**config.mk**
```make
export PLATFORM = sky130hd
export DESIGN_NAME = hdc_item_top
export DESIGN_NICKNAME = d
export VERILOG_FILES = /design/src/hw/hdc_pkg.sv /design/src/hw/axil_pkg.sv /design/src/hw/hdc_axil_regs.sv /design/src/hw/hdc_item_gen.sv /design/src/hw/hdc_item_memory.sv /design/src/hw/hdc_item_lookup.sv /design/src/hw/hdc_item_top.sv
export SDC_FILE = /design/constraint.sdc
export NUM_CORES = 2
export LEC_CHECK = 0
export BUFFER_PORTS_ARGS = -buffer_cell sky130_fd_sc_hd__buf_2
export CAP_MARGIN = 10
export CORE_MARGIN = 3
export CORE_UTILIZATION = 35
export DETAILED_ROUTE_END_ITERATION = 10
export PLACE_DENSITY = 0.58
export SLEW_MARGIN = 20
export SYNTH_ARGS = -nofsm -noshare
export SYNTH_HDL_FRONTEND = slang
export SYNTH_SLANG_ARGS = --single-unit
```
**constraint.sdc**
```tcl
create_clock -name AXIS_ACLK -period 5.5 [get_ports AXIS_ACLK]
set_input_delay 0.55 -clock AXIS_ACLK [delete_from_list [all_inputs] [get_ports AXIS_ACLK]]
set_output_delay 0.55 -clock AXIS_ACLK [all_outputs]
set_load 0.02 [all_outputs]
```
**src/hw/hdc_pkg.sv**
```systemverilog
`default_nettype none

package hdc_pkg;

    // ----------------------------------------------------------------------
    // hypervector geometry
    // ----------------------------------------------------------------------

    // full hypervector width
    localparam int hv_width = 128;

    // one generator word per chunk
    localparam int chunk_width = 32;
    localparam int chunks_per_hv = hv_width / chunk_width;

    // depth of the item memory
    localparam int item_count_max = 16;

    // xorshift32 start value, reloaded whenever gen drops
    localparam logic [chunk_width-1:0] xorshift_seed = 32'd2463534242;

    // ----------------------------------------------------------------------
    // datapath types
    // ----------------------------------------------------------------------

    typedef logic [hv_width-1:0] hv_t;
    typedef logic [$clog2(item_count_max)-1:0] item_addr_t;
    typedef logic [$clog2(chunks_per_hv)-1:0] chunk_idx_t;

    // generator to memory, one strobe per finished item
    typedef struct packed {
        logic we;
        item_addr_t addr;
        hv_t hv;
    } item_wr_t;

    // output stream beat
    typedef struct packed {
        hv_t hv;
        logic last;
    } hv_beat_t;

    // mode bits, gen in bit 0 and run in bit 1
    typedef struct packed {
        logic run;
        logic gen;
    } mode_t;

endpackage

`default_nettype wire

```
**src/hw/axil_pkg.sv**
```systemverilog
`default_nettype none

package axil_pkg;

    // ----------------------------------------------------------------------
    // register map
    // ----------------------------------------------------------------------

    // byte address bits decoded by the slave
    localparam int reg_addr_width = 12;

    // word aligned register offsets
    localparam logic [reg_addr_width-1:0] mode_addr = 12'h000;
    localparam logic [reg_addr_width-1:0] count_addr = 12'h004;

    // ----------------------------------------------------------------------
    // slave FSM
    // ----------------------------------------------------------------------

    // addr_only and data_only wait for the other half of a write
    typedef enum logic [2:0] {
        idle,
        addr_only,
        data_only,
        write_resp,
        read_fetch,
        read_resp
    } axil_state_t;

    // ----------------------------------------------------------------------
    // register word views
    // ----------------------------------------------------------------------

    // same 32 bits read as a mode word or as a count word
    typedef union packed {
        struct packed {
            logic [29:0] spare;
            hdc_pkg::mode_t mode;
        } mode_word;
        struct packed {
            logic [26:0] spare;
            logic [4:0] count;
        } count_word;
    } reg_word_u;

endpackage

`default_nettype wire

```
**src/hw/hdc_axil_regs.sv**
```systemverilog
`default_nettype none

module hdc_axil_regs (
    input  wire logic                                AXIS_ACLK,
    input  wire logic                                S_AXI_ARESETN,
    // write address and data
    input  wire logic [axil_pkg::reg_addr_width-1:0] awaddr,
    input  wire logic                                awvalid,
    output logic                                     awready,
    input  wire logic [31:0]                         wdata,
    input  wire logic                                wvalid,
    output logic                                     wready,
    output logic                                     bvalid,
    input  wire logic                                bready,
    // read address and data
    input  wire logic [axil_pkg::reg_addr_width-1:0] araddr,
    input  wire logic                                arvalid,
    output logic                                     arready,
    output logic [31:0]                              rdata,
    output logic                                     rvalid,
    input  wire logic                                rready,
    // generator handshake
    input  wire logic                                gen_done,
    output hdc_pkg::mode_t                           mode,
    output logic [4:0]                               item_count
);
    import axil_pkg::*;
    import hdc_pkg::*;

    axil_state_t state;

    // word aligned latched addresses
    logic [reg_addr_width-1:2] aw_addr_q;
    logic [reg_addr_width-1:2] ar_addr_q;
    logic [31:0] w_data_q;

    // view of the write on the cycle it completes
    logic [reg_addr_width-1:0] wr_addr;
    reg_word_u wr_word;
    logic wr_fire;
    logic [4:0] count_wr;
    reg_word_u rd_word;

    // ----------------------------------------------------------------------
    // handshake outputs, straight from the state
    // ----------------------------------------------------------------------

    assign awready = (state == idle) || (state == data_only);
    assign wready = (state == idle) || (state == addr_only);
    assign arready = (state == idle);
    assign bvalid = (state == write_resp);
    assign rvalid = (state == read_resp);

    // latched half when one side arrived early, bus value otherwise
    assign wr_addr = (state == addr_only) ? {aw_addr_q, 2'b00}
                                          : {awaddr[reg_addr_width-1:2], 2'b00};
    assign wr_word = (state == data_only) ? w_data_q : wdata;

    // every way into write_resp
    assign wr_fire = (state == idle && awvalid && wvalid)
                  || (state == addr_only && wvalid)
                  || (state == data_only && awvalid);

    // FSM
    always_ff @(posedge AXIS_ACLK) begin
        if (!S_AXI_ARESETN) begin
            state <= idle;
        end else begin
            case (state)
                idle: begin
                    // writes win over a read in the same cycle
                    if (awvalid && wvalid) state <= write_resp;
                    else if (awvalid) state <= addr_only;
                    else if (wvalid) state <= data_only;
                    else if (arvalid) state <= read_fetch;
                end
                addr_only: if (wvalid) state <= write_resp;
                data_only: if (awvalid) state <= write_resp;
                write_resp: if (bready) state <= idle;
                // rdata is loaded here
                read_fetch: state <= read_resp;
                read_resp: if (rready) state <= idle;
                default: state <= idle;
            endcase
        end
    end

    // capture whichever half shows up first in idle
    always_ff @(posedge AXIS_ACLK) begin
        if (state == idle && awvalid) aw_addr_q <= awaddr[reg_addr_width-1:2];
        if (state == idle && wvalid) w_data_q <= wdata;
        if (state == idle && arvalid) ar_addr_q <= araddr[reg_addr_width-1:2];
    end

    // ----------------------------------------------------------------------
    // mode and item count
    // ----------------------------------------------------------------------

    // saturate at item_count_max, upper bits count too
    assign count_wr = (|wr_word.count_word.spare || wr_word.count_word.count > item_count_max)
                    ? 5'(item_count_max) : wr_word.count_word.count;

    always_ff @(posedge AXIS_ACLK) begin
        if (!S_AXI_ARESETN) begin
            mode <= '0;
            item_count <= '0;
        end else begin
            if (wr_fire && wr_addr == mode_addr) begin
                mode <= wr_word.mode_word.mode;
            end else if (gen_done) begin
                // generator finished, drop back to idle mode
                mode.gen <= 1'b0;
            end
            if (wr_fire && wr_addr == count_addr) begin
                item_count <= count_wr;
            end
        end
    end

    // readback mux, unmapped addresses read zero
    always_comb begin
        rd_word = '0;
        if ({ar_addr_q, 2'b00} == mode_addr) begin
            rd_word.mode_word.mode = mode;
        end else if ({ar_addr_q, 2'b00} == count_addr) begin
            rd_word.count_word.count = item_count;
        end
    end

    always_ff @(posedge AXIS_ACLK) begin
        if (state == read_fetch) rdata <= rd_word;
    end

endmodule

`default_nettype wire

```
**src/hw/hdc_item_gen.sv**
```systemverilog
`default_nettype none

module hdc_item_gen (
    input  wire logic           AXIS_ACLK,
    input  wire logic           S_AXI_ARESETN,
    input  wire hdc_pkg::mode_t mode,
    input  wire logic [4:0]     item_count,
    output hdc_pkg::item_wr_t   item_wr,
    output logic                gen_done
);
    import hdc_pkg::*;

    logic [chunk_width-1:0] xs_q;
    logic [chunk_width-1:0] xs_next;
    chunk_idx_t chunk_idx;
    item_addr_t item_addr;
    // item under assembly
    hv_t hv_q;
    // write strobe, one cycle behind the last chunk
    logic wr_q;

    // shift order 13 left, 17 right, 5 left
    function automatic logic [chunk_width-1:0] xorshift32(input logic [chunk_width-1:0] x);
        logic [chunk_width-1:0] y;
        y = x ^ (x << 13);
        y = y ^ (y >> 17);
        y = y ^ (y << 5);
        return y;
    endfunction

    assign xs_next = xorshift32(xs_q);

    // ----------------------------------------------------------------------
    // sequencing
    // ----------------------------------------------------------------------

    // everything restarts from the seed while gen is low
    always_ff @(posedge AXIS_ACLK) begin
        if (!S_AXI_ARESETN || !mode.gen) begin
            xs_q <= xorshift_seed;
            chunk_idx <= '0;
            item_addr <= '0;
            wr_q <= 1'b0;
        end else begin
            xs_q <= xs_next;
            chunk_idx <= chunk_idx + 1'b1;
            wr_q <= (chunk_idx == chunk_idx_t'(chunks_per_hv - 1));
            // next item once the current one is written
            if (wr_q) item_addr <= item_addr + 1'b1;
        end
    end

    // chunk 0 in the low word
    always_ff @(posedge AXIS_ACLK) begin
        if (mode.gen) hv_q[chunk_idx*chunk_width +: chunk_width] <= xs_next;
    end

    // hv_q still holds the full item in the strobe cycle
    assign item_wr = '{we: wr_q, addr: item_addr, hv: hv_q};

    // ----------------------------------------------------------------------
    // completion
    // ----------------------------------------------------------------------

    // zero count ends at once, otherwise on the last write
    assign gen_done = mode.gen
                   && ((item_count == '0)
                    || (wr_q && {1'b0, item_addr} == item_count - 5'd1));

endmodule

`default_nettype wire

```
**src/hw/hdc_item_memory.sv**
```systemverilog
`default_nettype none

module hdc_item_memory (
    input  wire logic               AXIS_ACLK,
    input  wire hdc_pkg::item_wr_t  item_wr,
    input  wire hdc_pkg::item_addr_t rd_addr,
    output hdc_pkg::hv_t            rd_data
);
    import hdc_pkg::*;

    // one hypervector per item
    hv_t mem [item_count_max];

    // write port, generator side
    always_ff @(posedge AXIS_ACLK) begin
        if (item_wr.we) mem[item_wr.addr] <= item_wr.hv;
    end

    // read port, one cycle latency
    // reads every cycle so a held address keeps its data
    always_ff @(posedge AXIS_ACLK) begin
        rd_data <= mem[rd_addr];
    end

endmodule

`default_nettype wire

```
**src/hw/hdc_item_lookup.sv**
```systemverilog
`default_nettype none

module hdc_item_lookup (
    input  wire logic               AXIS_ACLK,
    input  wire logic               S_AXI_ARESETN,
    input  wire hdc_pkg::mode_t     mode,
    // address beat in
    input  wire hdc_pkg::item_addr_t s_tdata,
    input  wire logic               s_tlast,
    input  wire logic               s_tvalid,
    output logic                    s_tready,
    // memory read port
    output hdc_pkg::item_addr_t     rd_addr,
    input  wire hdc_pkg::hv_t       rd_data,
    // hypervector beat out
    output hdc_pkg::hv_beat_t       m_beat,
    output logic                    m_tvalid,
    input  wire logic               m_tready
);
    import hdc_pkg::*;

    // whole pipe moves on this
    logic advance;

    // read stage, data arrives from memory in this stage
    logic s1_valid;
    logic s1_last;
    item_addr_t s1_addr;

    assign advance = !m_tvalid || m_tready;
    assign s_tready = mode.run && advance;

    // on a stall keep reading the held address
    assign rd_addr = advance ? s_tdata : s1_addr;

    // ----------------------------------------------------------------------
    // valid chain
    // ----------------------------------------------------------------------

    always_ff @(posedge AXIS_ACLK) begin
        if (!S_AXI_ARESETN) begin
            s1_valid <= 1'b0;
            m_tvalid <= 1'b0;
        end else if (advance) begin
            s1_valid <= s_tvalid && s_tready;
            m_tvalid <= s1_valid;
        end
    end

    // ----------------------------------------------------------------------
    // payload
    // ----------------------------------------------------------------------

    // last travels beside the address, then beside the data
    always_ff @(posedge AXIS_ACLK) begin
        if (advance) begin
            s1_last <= s_tlast;
            s1_addr <= s_tdata;
            m_beat <= '{hv: rd_data, last: s1_last};
        end
    end

endmodule

`default_nettype wire

```
**src/hw/hdc_item_top.sv**
```systemverilog
`default_nettype none

module hdc_item_top (
    input  wire logic                                AXIS_ACLK,
    input  wire logic                                S_AXI_ARESETN,
    // AXI-Lite control slave
    input  wire logic [axil_pkg::reg_addr_width-1:0] S_AXI_AWADDR,
    input  wire logic                                S_AXI_AWVALID,
    output logic                                     S_AXI_AWREADY,
    input  wire logic [31:0]                         S_AXI_WDATA,
    input  wire logic                                S_AXI_WVALID,
    output logic                                     S_AXI_WREADY,
    output logic                                     S_AXI_BVALID,
    input  wire logic                                S_AXI_BREADY,
    input  wire logic [axil_pkg::reg_addr_width-1:0] S_AXI_ARADDR,
    input  wire logic                                S_AXI_ARVALID,
    output logic                                     S_AXI_ARREADY,
    output logic [31:0]                              S_AXI_RDATA,
    output logic                                     S_AXI_RVALID,
    input  wire logic                                S_AXI_RREADY,
    // item address stream in, address in the low bits
    input  wire logic [hdc_pkg::chunk_width-1:0]     S_AXIS_TDATA,
    input  wire logic                                S_AXIS_TLAST,
    input  wire logic                                S_AXIS_TVALID,
    output logic                                     S_AXIS_TREADY,
    // hypervector stream out
    output logic [hdc_pkg::hv_width-1:0]             M_AXIS_TDATA,
    output logic                                     M_AXIS_TLAST,
    output logic                                     M_AXIS_TVALID,
    input  wire logic                                M_AXIS_TREADY
);
    import hdc_pkg::*;

    mode_t mode;
    logic [4:0] item_count;
    logic gen_done;
    item_wr_t item_wr;
    item_addr_t rd_addr;
    hv_t rd_data;
    hv_beat_t m_beat;

    // ----------------------------------------------------------------------
    // control registers
    // ----------------------------------------------------------------------

    hdc_axil_regs u_regs (
        .AXIS_ACLK    (AXIS_ACLK),
        .S_AXI_ARESETN(S_AXI_ARESETN),
        .awaddr       (S_AXI_AWADDR),
        .awvalid      (S_AXI_AWVALID),
        .awready      (S_AXI_AWREADY),
        .wdata        (S_AXI_WDATA),
        .wvalid       (S_AXI_WVALID),
        .wready       (S_AXI_WREADY),
        .bvalid       (S_AXI_BVALID),
        .bready       (S_AXI_BREADY),
        .araddr       (S_AXI_ARADDR),
        .arvalid      (S_AXI_ARVALID),
        .arready      (S_AXI_ARREADY),
        .rdata        (S_AXI_RDATA),
        .rvalid       (S_AXI_RVALID),
        .rready       (S_AXI_RREADY),
        .gen_done     (gen_done),
        .mode         (mode),
        .item_count   (item_count)
    );

    // ----------------------------------------------------------------------
    // producer, buffer, consumer
    // ----------------------------------------------------------------------

    hdc_item_gen u_gen (
        .AXIS_ACLK    (AXIS_ACLK),
        .S_AXI_ARESETN(S_AXI_ARESETN),
        .mode         (mode),
        .item_count   (item_count),
        .item_wr      (item_wr),
        .gen_done     (gen_done)
    );

    hdc_item_memory u_mem (
        .AXIS_ACLK(AXIS_ACLK),
        .item_wr  (item_wr),
        .rd_addr  (rd_addr),
        .rd_data  (rd_data)
    );

    hdc_item_lookup u_lookup (
        .AXIS_ACLK    (AXIS_ACLK),
        .S_AXI_ARESETN(S_AXI_ARESETN),
        .mode         (mode),
        .s_tdata      (S_AXIS_TDATA[$bits(item_addr_t)-1:0]),
        .s_tlast      (S_AXIS_TLAST),
        .s_tvalid     (S_AXIS_TVALID),
        .s_tready     (S_AXIS_TREADY),
        .rd_addr      (rd_addr),
        .rd_data      (rd_data),
        .m_beat       (m_beat),
        .m_tvalid     (M_AXIS_TVALID),
        .m_tready     (M_AXIS_TREADY)
    );

    // beat onto the stream fields
    assign M_AXIS_TDATA = m_beat.hv;
    assign M_AXIS_TLAST = m_beat.last;

endmodule

`default_nettype wire

```
**Yosys cells after proc, flatten, opt, wreduce, memory -nomap -nowiden**

Memory sizes are Yosys's and may differ from the RTL's. A register that Yosys moved wholly into a read port is not among the register bits.
Cells that the tools add are included.

- Memories kept: 1
- Word-level logic and storage cells: 98
- Memory bits (writable): 2048
- Flip-flop bits (word level): 370
- Output and inout bits: 168

Memory list:

| memory | depth | bits a word | rd ports | clocked after memory_dff | wr ports | line | text |
|---|---|---|---|---|---|---|---|
| u_mem.mem | 16 | 128 | 1 | 1 | 1 | hdc_item_memory.sv:12 | `hv_t mem [item_count_max];` |

- Add/sub/neg operators: 4
- Reductions and logical operators: 32
- Muxes and demuxes: 20
- Shifts and indexed selects: 2
- Magnitude comparators: 1
- Eq/ne operators: 14
- Bitwise gates (word level): 4

Operator list:

| cell | number |
|---|---|
| 128-bit bitwise mux | 1 |
| 32-bit by 34-bit variable shift with 128-bit output (first input constant) | 1 |
| 32-bit by 34-bit indexed part select with 128-bit output | 1 |
| 32-bit bitwise XOR | 2 |
| 7-bit negation with 34-bit output | 1 |
| 32-bit 2-to-1 mux | 1 |
| 32-bit by 15-bit bitwise XOR with 32-bit output | 1 |
| 27-bit OR reduction | 1 |
| 3-bit 2-to-1 mux | 8 |
| 3-bit case mux with 6 select lines | 1 |
| 1-bit logical AND | 13 |
| 12-bit by 3-bit equality test with 1-bit output (second input constant) | 1 |
| 12-bit logical NOT | 1 |
| 12-bit 2-to-1 mux | 1 |
| 10-bit by 1-bit equality test with 1-bit output (second input constant) | 1 |
| 10-bit logical NOT | 1 |
| 1-bit logical OR | 8 |
| 3-bit by 2-bit equality test with 1-bit output (second input constant) | 2 |
| 3-bit equality test (second input constant) | 2 |
| 4-bit by 5-bit equality test with 1-bit output | 1 |
| 5-bit > comparator (second input constant) | 1 |
| 5-bit logical NOT | 1 |
| 5-bit 2-to-1 mux | 1 |
| 5-bit by 4-bit != test with 1-bit output (second input constant) | 1 |
| other kinds (16) | 24 |

**Depth between registers and ports, before layout**

- Word-level depth: 7
- Mapped depth: 13

**By module**

A second synthesis with hierarchy kept.

- Cells, all modules: 4169
- Area total of the unflattened synthesis: 92478.7 µm²

By module, submodules not included:

| module | area an instance (µm²) | instances | cells each | seq. area each (µm²) |
|---|---|---|---|---|
| hdc_item_memory | 79331.1 | 1 | 3365 | 64061.4 |
| hdc_item_gen | 6238.5 | 1 | 457 | 4624.4 |
| hdc_item_lookup | 4141.5 | 1 | 156 | 4023.9 |
| hdc_axil_regs | 2767.7 | 1 | 191 | 1911.8 |

**Worst setup path before layout**

No wires, ideal clock.

- Path kind: register to register
- From: register u_gen.wr_q
- To: memory u_mem.mem[0][0] (netlist bit) (enable)
- Cell stages (with the launch flop): 4
- Required time: 4.998 ns
- Slack: 1.165 ns
- Clock period less this slack: 4.335 ns
- Setup time: 0.502 ns
- Data arrival time: 3.833 ns
- Path through: dfxtp_1 clkbuf_1 nor3b_1 and2_1

- Word-level cells in the longest chain between the ends: 2

Ends and longest elaborated chain:

| element | line | text |
|---|---|---|
| start, declared | hdc_item_gen.sv:20 | `logic wr_q;` |
| start signal, assigned | hdc_item_gen.sv:47 | `wr_q <= (chunk_idx == chunk_idx_t'(chunks_per_hv - 1));` |
| 1-bit 2-to-1 mux | hdc_item_memory.sv:16 | `if (item_wr.we) mem[item_wr.addr] <= item_wr.hv;` |
| 1-bit 2-to-1 mux (not written as such) | hdc_item_memory.sv:16 |  |
| end, declared | hdc_item_memory.sv:12 |  |

Every way passes these cells.

**Final worst setup path**

- From: register u_lookup.m_tvalid
- To: register u_mem.rd_data[60] (read register of u_mem.mem)

- Word-level cells in the longest chain between the ends: 3

Ends and longest elaborated chain:

| element | line | text |
|---|---|---|
| start, declared | hdc_item_lookup.sv:17 | `output logic m_tvalid,` |
| start signal, assigned | hdc_item_lookup.sv:46 | `m_tvalid <= s1_valid;` |
| 1-bit logical NOT | hdc_item_lookup.sv:30 | `assign advance = !m_tvalid \|\| m_tready;` |
| 1-bit logical OR | hdc_item_lookup.sv:30 |  |
| 4-bit 2-to-1 mux | hdc_item_lookup.sv:34 | `assign rd_addr = advance ? s_tdata : s1_addr;` |
| end, declared | hdc_item_memory.sv:7 | `output hdc_pkg::hv_t rd_data` |

Every way passes these cells.
A chain may end at the register's enable or synchronous reset.

==> metrics.md <==
| Metric | Value |
|---|---|
| Number of buffer cells added on primary ports | 206 |
| Total detailed-routing wirelength | about 260000 um |
| Worst setup path category | reg -> reg |
| Cell types occupying the most area after synthesis | sky130_fd_sc_hd__edfxtp_1 (75%), sky130_fd_sc_hd__nand2_1 (5.6%), sky130_fd_sc_hd__nand3_1 (4.9%) |
| Most frequent cells in the layout | sky130_fd_sc_hd__edfxtp_1 (2363), sky130_fd_sc_hd__nand2_1 (1409), sky130_fd_sc_hd__nand3_1 (922) |
| Worst reg2reg path startpoint | u_lookup.m_tvalid |
| Chip height | around 530 um |
| Worst clock skew on the final layout | 0.0581 ns |
| Static Leak | 33.5 nW |
| Count of distinct cell types in the synthesized netlist | 59 |
| Number of clock sinks seen by CTS | 2546 |
| Placeable core region | around 270000 um^2 |
| Full die area | roughly 280000 um^2 |
| Critical R2R Capture | u_mem.rd_data[60] |
| Clock input transition at the sequential cells of the worst setup and hold paths | 0.06 ns |
| First-pass GRT wire length | 371000 um |
| Type of the worst min-delay path | in -> reg |
| CP required | about 6.3 ns |
| Slew at the pin closest to its max-slew limit | 1.21 ns |
| Power density of the placed cells | 370 nW/um^2 |
| CP Capture Type | flip-flop |
| Synth Area per Inst | 15.1 um^2 |
| Start point of the critical path | u_lookup.m_tvalid |
| Hold Path Cell Cnt | 2 |
| Layout cells sized above 1 | 0.124 |
| Initial antenna violation count | 16 |
| DRC violation count after routing | 0 |
| Max Cap Violations | 0 |
| Iteration-0 DRC count of the detailed router | 5381 |
| Largest area contributor in the netlist | sky130_fd_sc_hd__edfxtp_1 |
| Max clock buf depth | 4 |
| Startpoint of the tightest hold check path | S_AXI_ARESETN |
| Total iterations of the first detailed-routing run | 6 |
| Pin count of the biggest net entering global routing | 172 |
| Minimum period implied by the final worst setup slack | 3.72 ns |
| All-layer global routing usage | 0.182 |
| Endpoint of the worst hold-timing path | u_regs.state[1] |
| Count of synthesis-stage warnings from yosys | 0 |
| Width of the die | between 500 and 600 um |
| Flop and latch count out of synthesis | 2546 |
| Initial Utilization | 0.353 |
| FP Rows | 190 |
| TNS Setup | 0 ns |
| Final count of pins violating max slew | 0 |
| Result of the run | completed |
| Detail Placement HPWL | 130000 um |
| CTS Buf Count | between 200 and 300 |
| Number of endpoints failing setup at the final stage | 0 |
| Hold slack final | 0.0932 ns |
| Most frequent standard cell in the layout excluding fill and tap cells | sky130_fd_sc_hd__edfxtp_1 |
| CTS Root Cell | sky130_fd_sc_hd__clkbuf_16 |
| Maximum fanout count along the critical path | 52 |
| Final Hold Viols | 0 |
| Net count, final | 6699 |
| Async set-or-reset flop fraction in the synthesized netlist | 0 |
| Clock latency on the worst-skew pair | 0.92 ns |
| Worst reg-to-reg setup slack | 1.78 ns |
| Signal arrival time at the worst endpoint | 4.50 ns |
| Max-Slew Margin vs Limit | 0.195 |
| Critical Path Start Type | flip-flop |
| Commonest register cell after synthesis | sky130_fd_sc_hd__edfxtp_1 |
| Overflow left after global routing | 0 |
| IR Drop Worst-Case VDD | 337 uV |
| Area added between synthesis and finish | 15.5% |
| Post-layout utilization of the core | 0.407 |
| H-tree depth reported by CTS | 5 |
| DR WL/cell | 24.9 um |
| Unrepaired setup endpoints after global routing | false |
| Peak clock frequency supported by timing | 269 MHz |
| Vias per Instance | 5.27 |
| Sequential element share of the synthesized area | 0.788 |
| Vias in the first global route | 53.1k |
| Via count of the routed design | ~55k |
| Fraction of synthesized cell area taken by the top area cell type | 0.749 |
| Fraction of the cycle the final worst path needs | 0.676 |
| Gpl congestion | 0.757 |
| Remaining antenna violation count | 0 |
| TritonCTS clock tree | done |
| Synth Instances | 6271 |
| R2r worst-path depth | 9 |
| Mapped Area | between 90000 and 100000 um^2 |
| Ports placed on the boundary | 266 |
| Number of enable flip-flop cells after synthesis | roughly 2.4k |
per-stage QoR:
stage	area [um^2]	instances	power, mW	setup WS [ns]
after CTS	109000	10300	40.8	1.78
final	109000	10300	40.5	1.78
after global routing	109000	10300	41.7	1.67
after detailed placement	100000	9801	23.3	1.47
after floorplan	94800	6297	22.6	1.17
after global placement	100000	9801	23.3	1.51
layout make-up:
type / count / area (um^2)
clock buffers: 368 / 7640
well taps: 3552 / 4440
inverters: 12 / 70.1
fillers: 24200 / 159000
flip-flops and latches: 2546 / 74600
repair buffers: 393 / 3170
clock inverters: 112 / 865
multi-input cells: 3358 / 18600
diodes: 7 / 17.5
power by group:
group	total [mW]	internal, mW	switching [mW]
Clock	17.6	10.3	7.32
Combinational	1.58	0.496	1.09
Sequential	21.3	21.1	0.161
flip-flops by register name (all words and copies together), names as in the netlist, 5 cells and up:
name,cells
u_gen.hv_q,128
u_regs.aw_addr_q,10
u_regs.ar_addr_q,10
u_lookup.m_beat,129
u_gen.xs_q,32
u_mem.rd_data,128
u_mem.mem,2048
u_regs.rdata,5
u_regs.item_count,5
u_regs.w_data_q,32
metal layers:
layer	global-route usage	share of wire	vias to the layer above
met1	0.257	0.42	28000
met3	0.0301	0.081	433
met2	0.290	0.47	2209
met4	0.0503	0.026	0
met5	0	0	-
li1	-	-	24000
worst max-delay path, cell delays in order, from the launching register on:
cell and delay (ns):
sky130_fd_sc_hd__dfxtp_1 0.33, sky130_fd_sc_hd__nor2b_2 0.34, sky130_fd_sc_hd__buf_4 0.28, sky130_fd_sc_hd__mux2i_4 0.70
sky130_fd_sc_hd__inv_8 0.38, sky130_fd_sc_hd__nor2_4 0.78, sky130_fd_sc_hd__buf_12 0.33, sky130_fd_sc_hd__nand3_1 0.15
sky130_fd_sc_hd__nand4_1 0.15, sky130_fd_sc_hd__nand3_1 0.08
how the worst max path moves through the flow:
stage	end	slack, ns	depth (start not counted)
final	u_mem.rd_data[60]	1.78	9
after global routing	u_mem.rd_data[60]	1.67	9
after CTS	u_mem.rd_data[60]	1.78	9
after floorplan	u_mem.mem[0][0]	1.17	3
after global placement	u_mem.rd_data[56]	1.51	10
after detailed placement	u_mem.rd_data[60]	1.47	10
Yosys cell counts, drive strengths merged (50+ instances only):
library cell,n
dfxtp,183
buf,225
nand4,84
a32oi,61
o22ai,50
nand2,1412
mux4,65
nor2,177
mux2i,218
clkbuf,156
edfxtp,2363
nand3,922
cell families after synthesis:
family                   synth area share
multiplexers                       0.0387
adder cells (fa/ha/maj)           0.00145
AND/OR/NAND/NOR                     0.124
AO/OA/AOI/OAI                      0.0208
other                           0.0000396
XOR/XNOR                          0.00666
buffers and inverters              0.0203
flip-flops                          0.788
timing repair:
action                                 in CTS  in global routing
hold buffers                               57                  0
gates resized for setup                     0                  0
endpoints found under the hold margin      57                  0
setup buffers                               0                  0
Power figures use the tool's default switching activity.
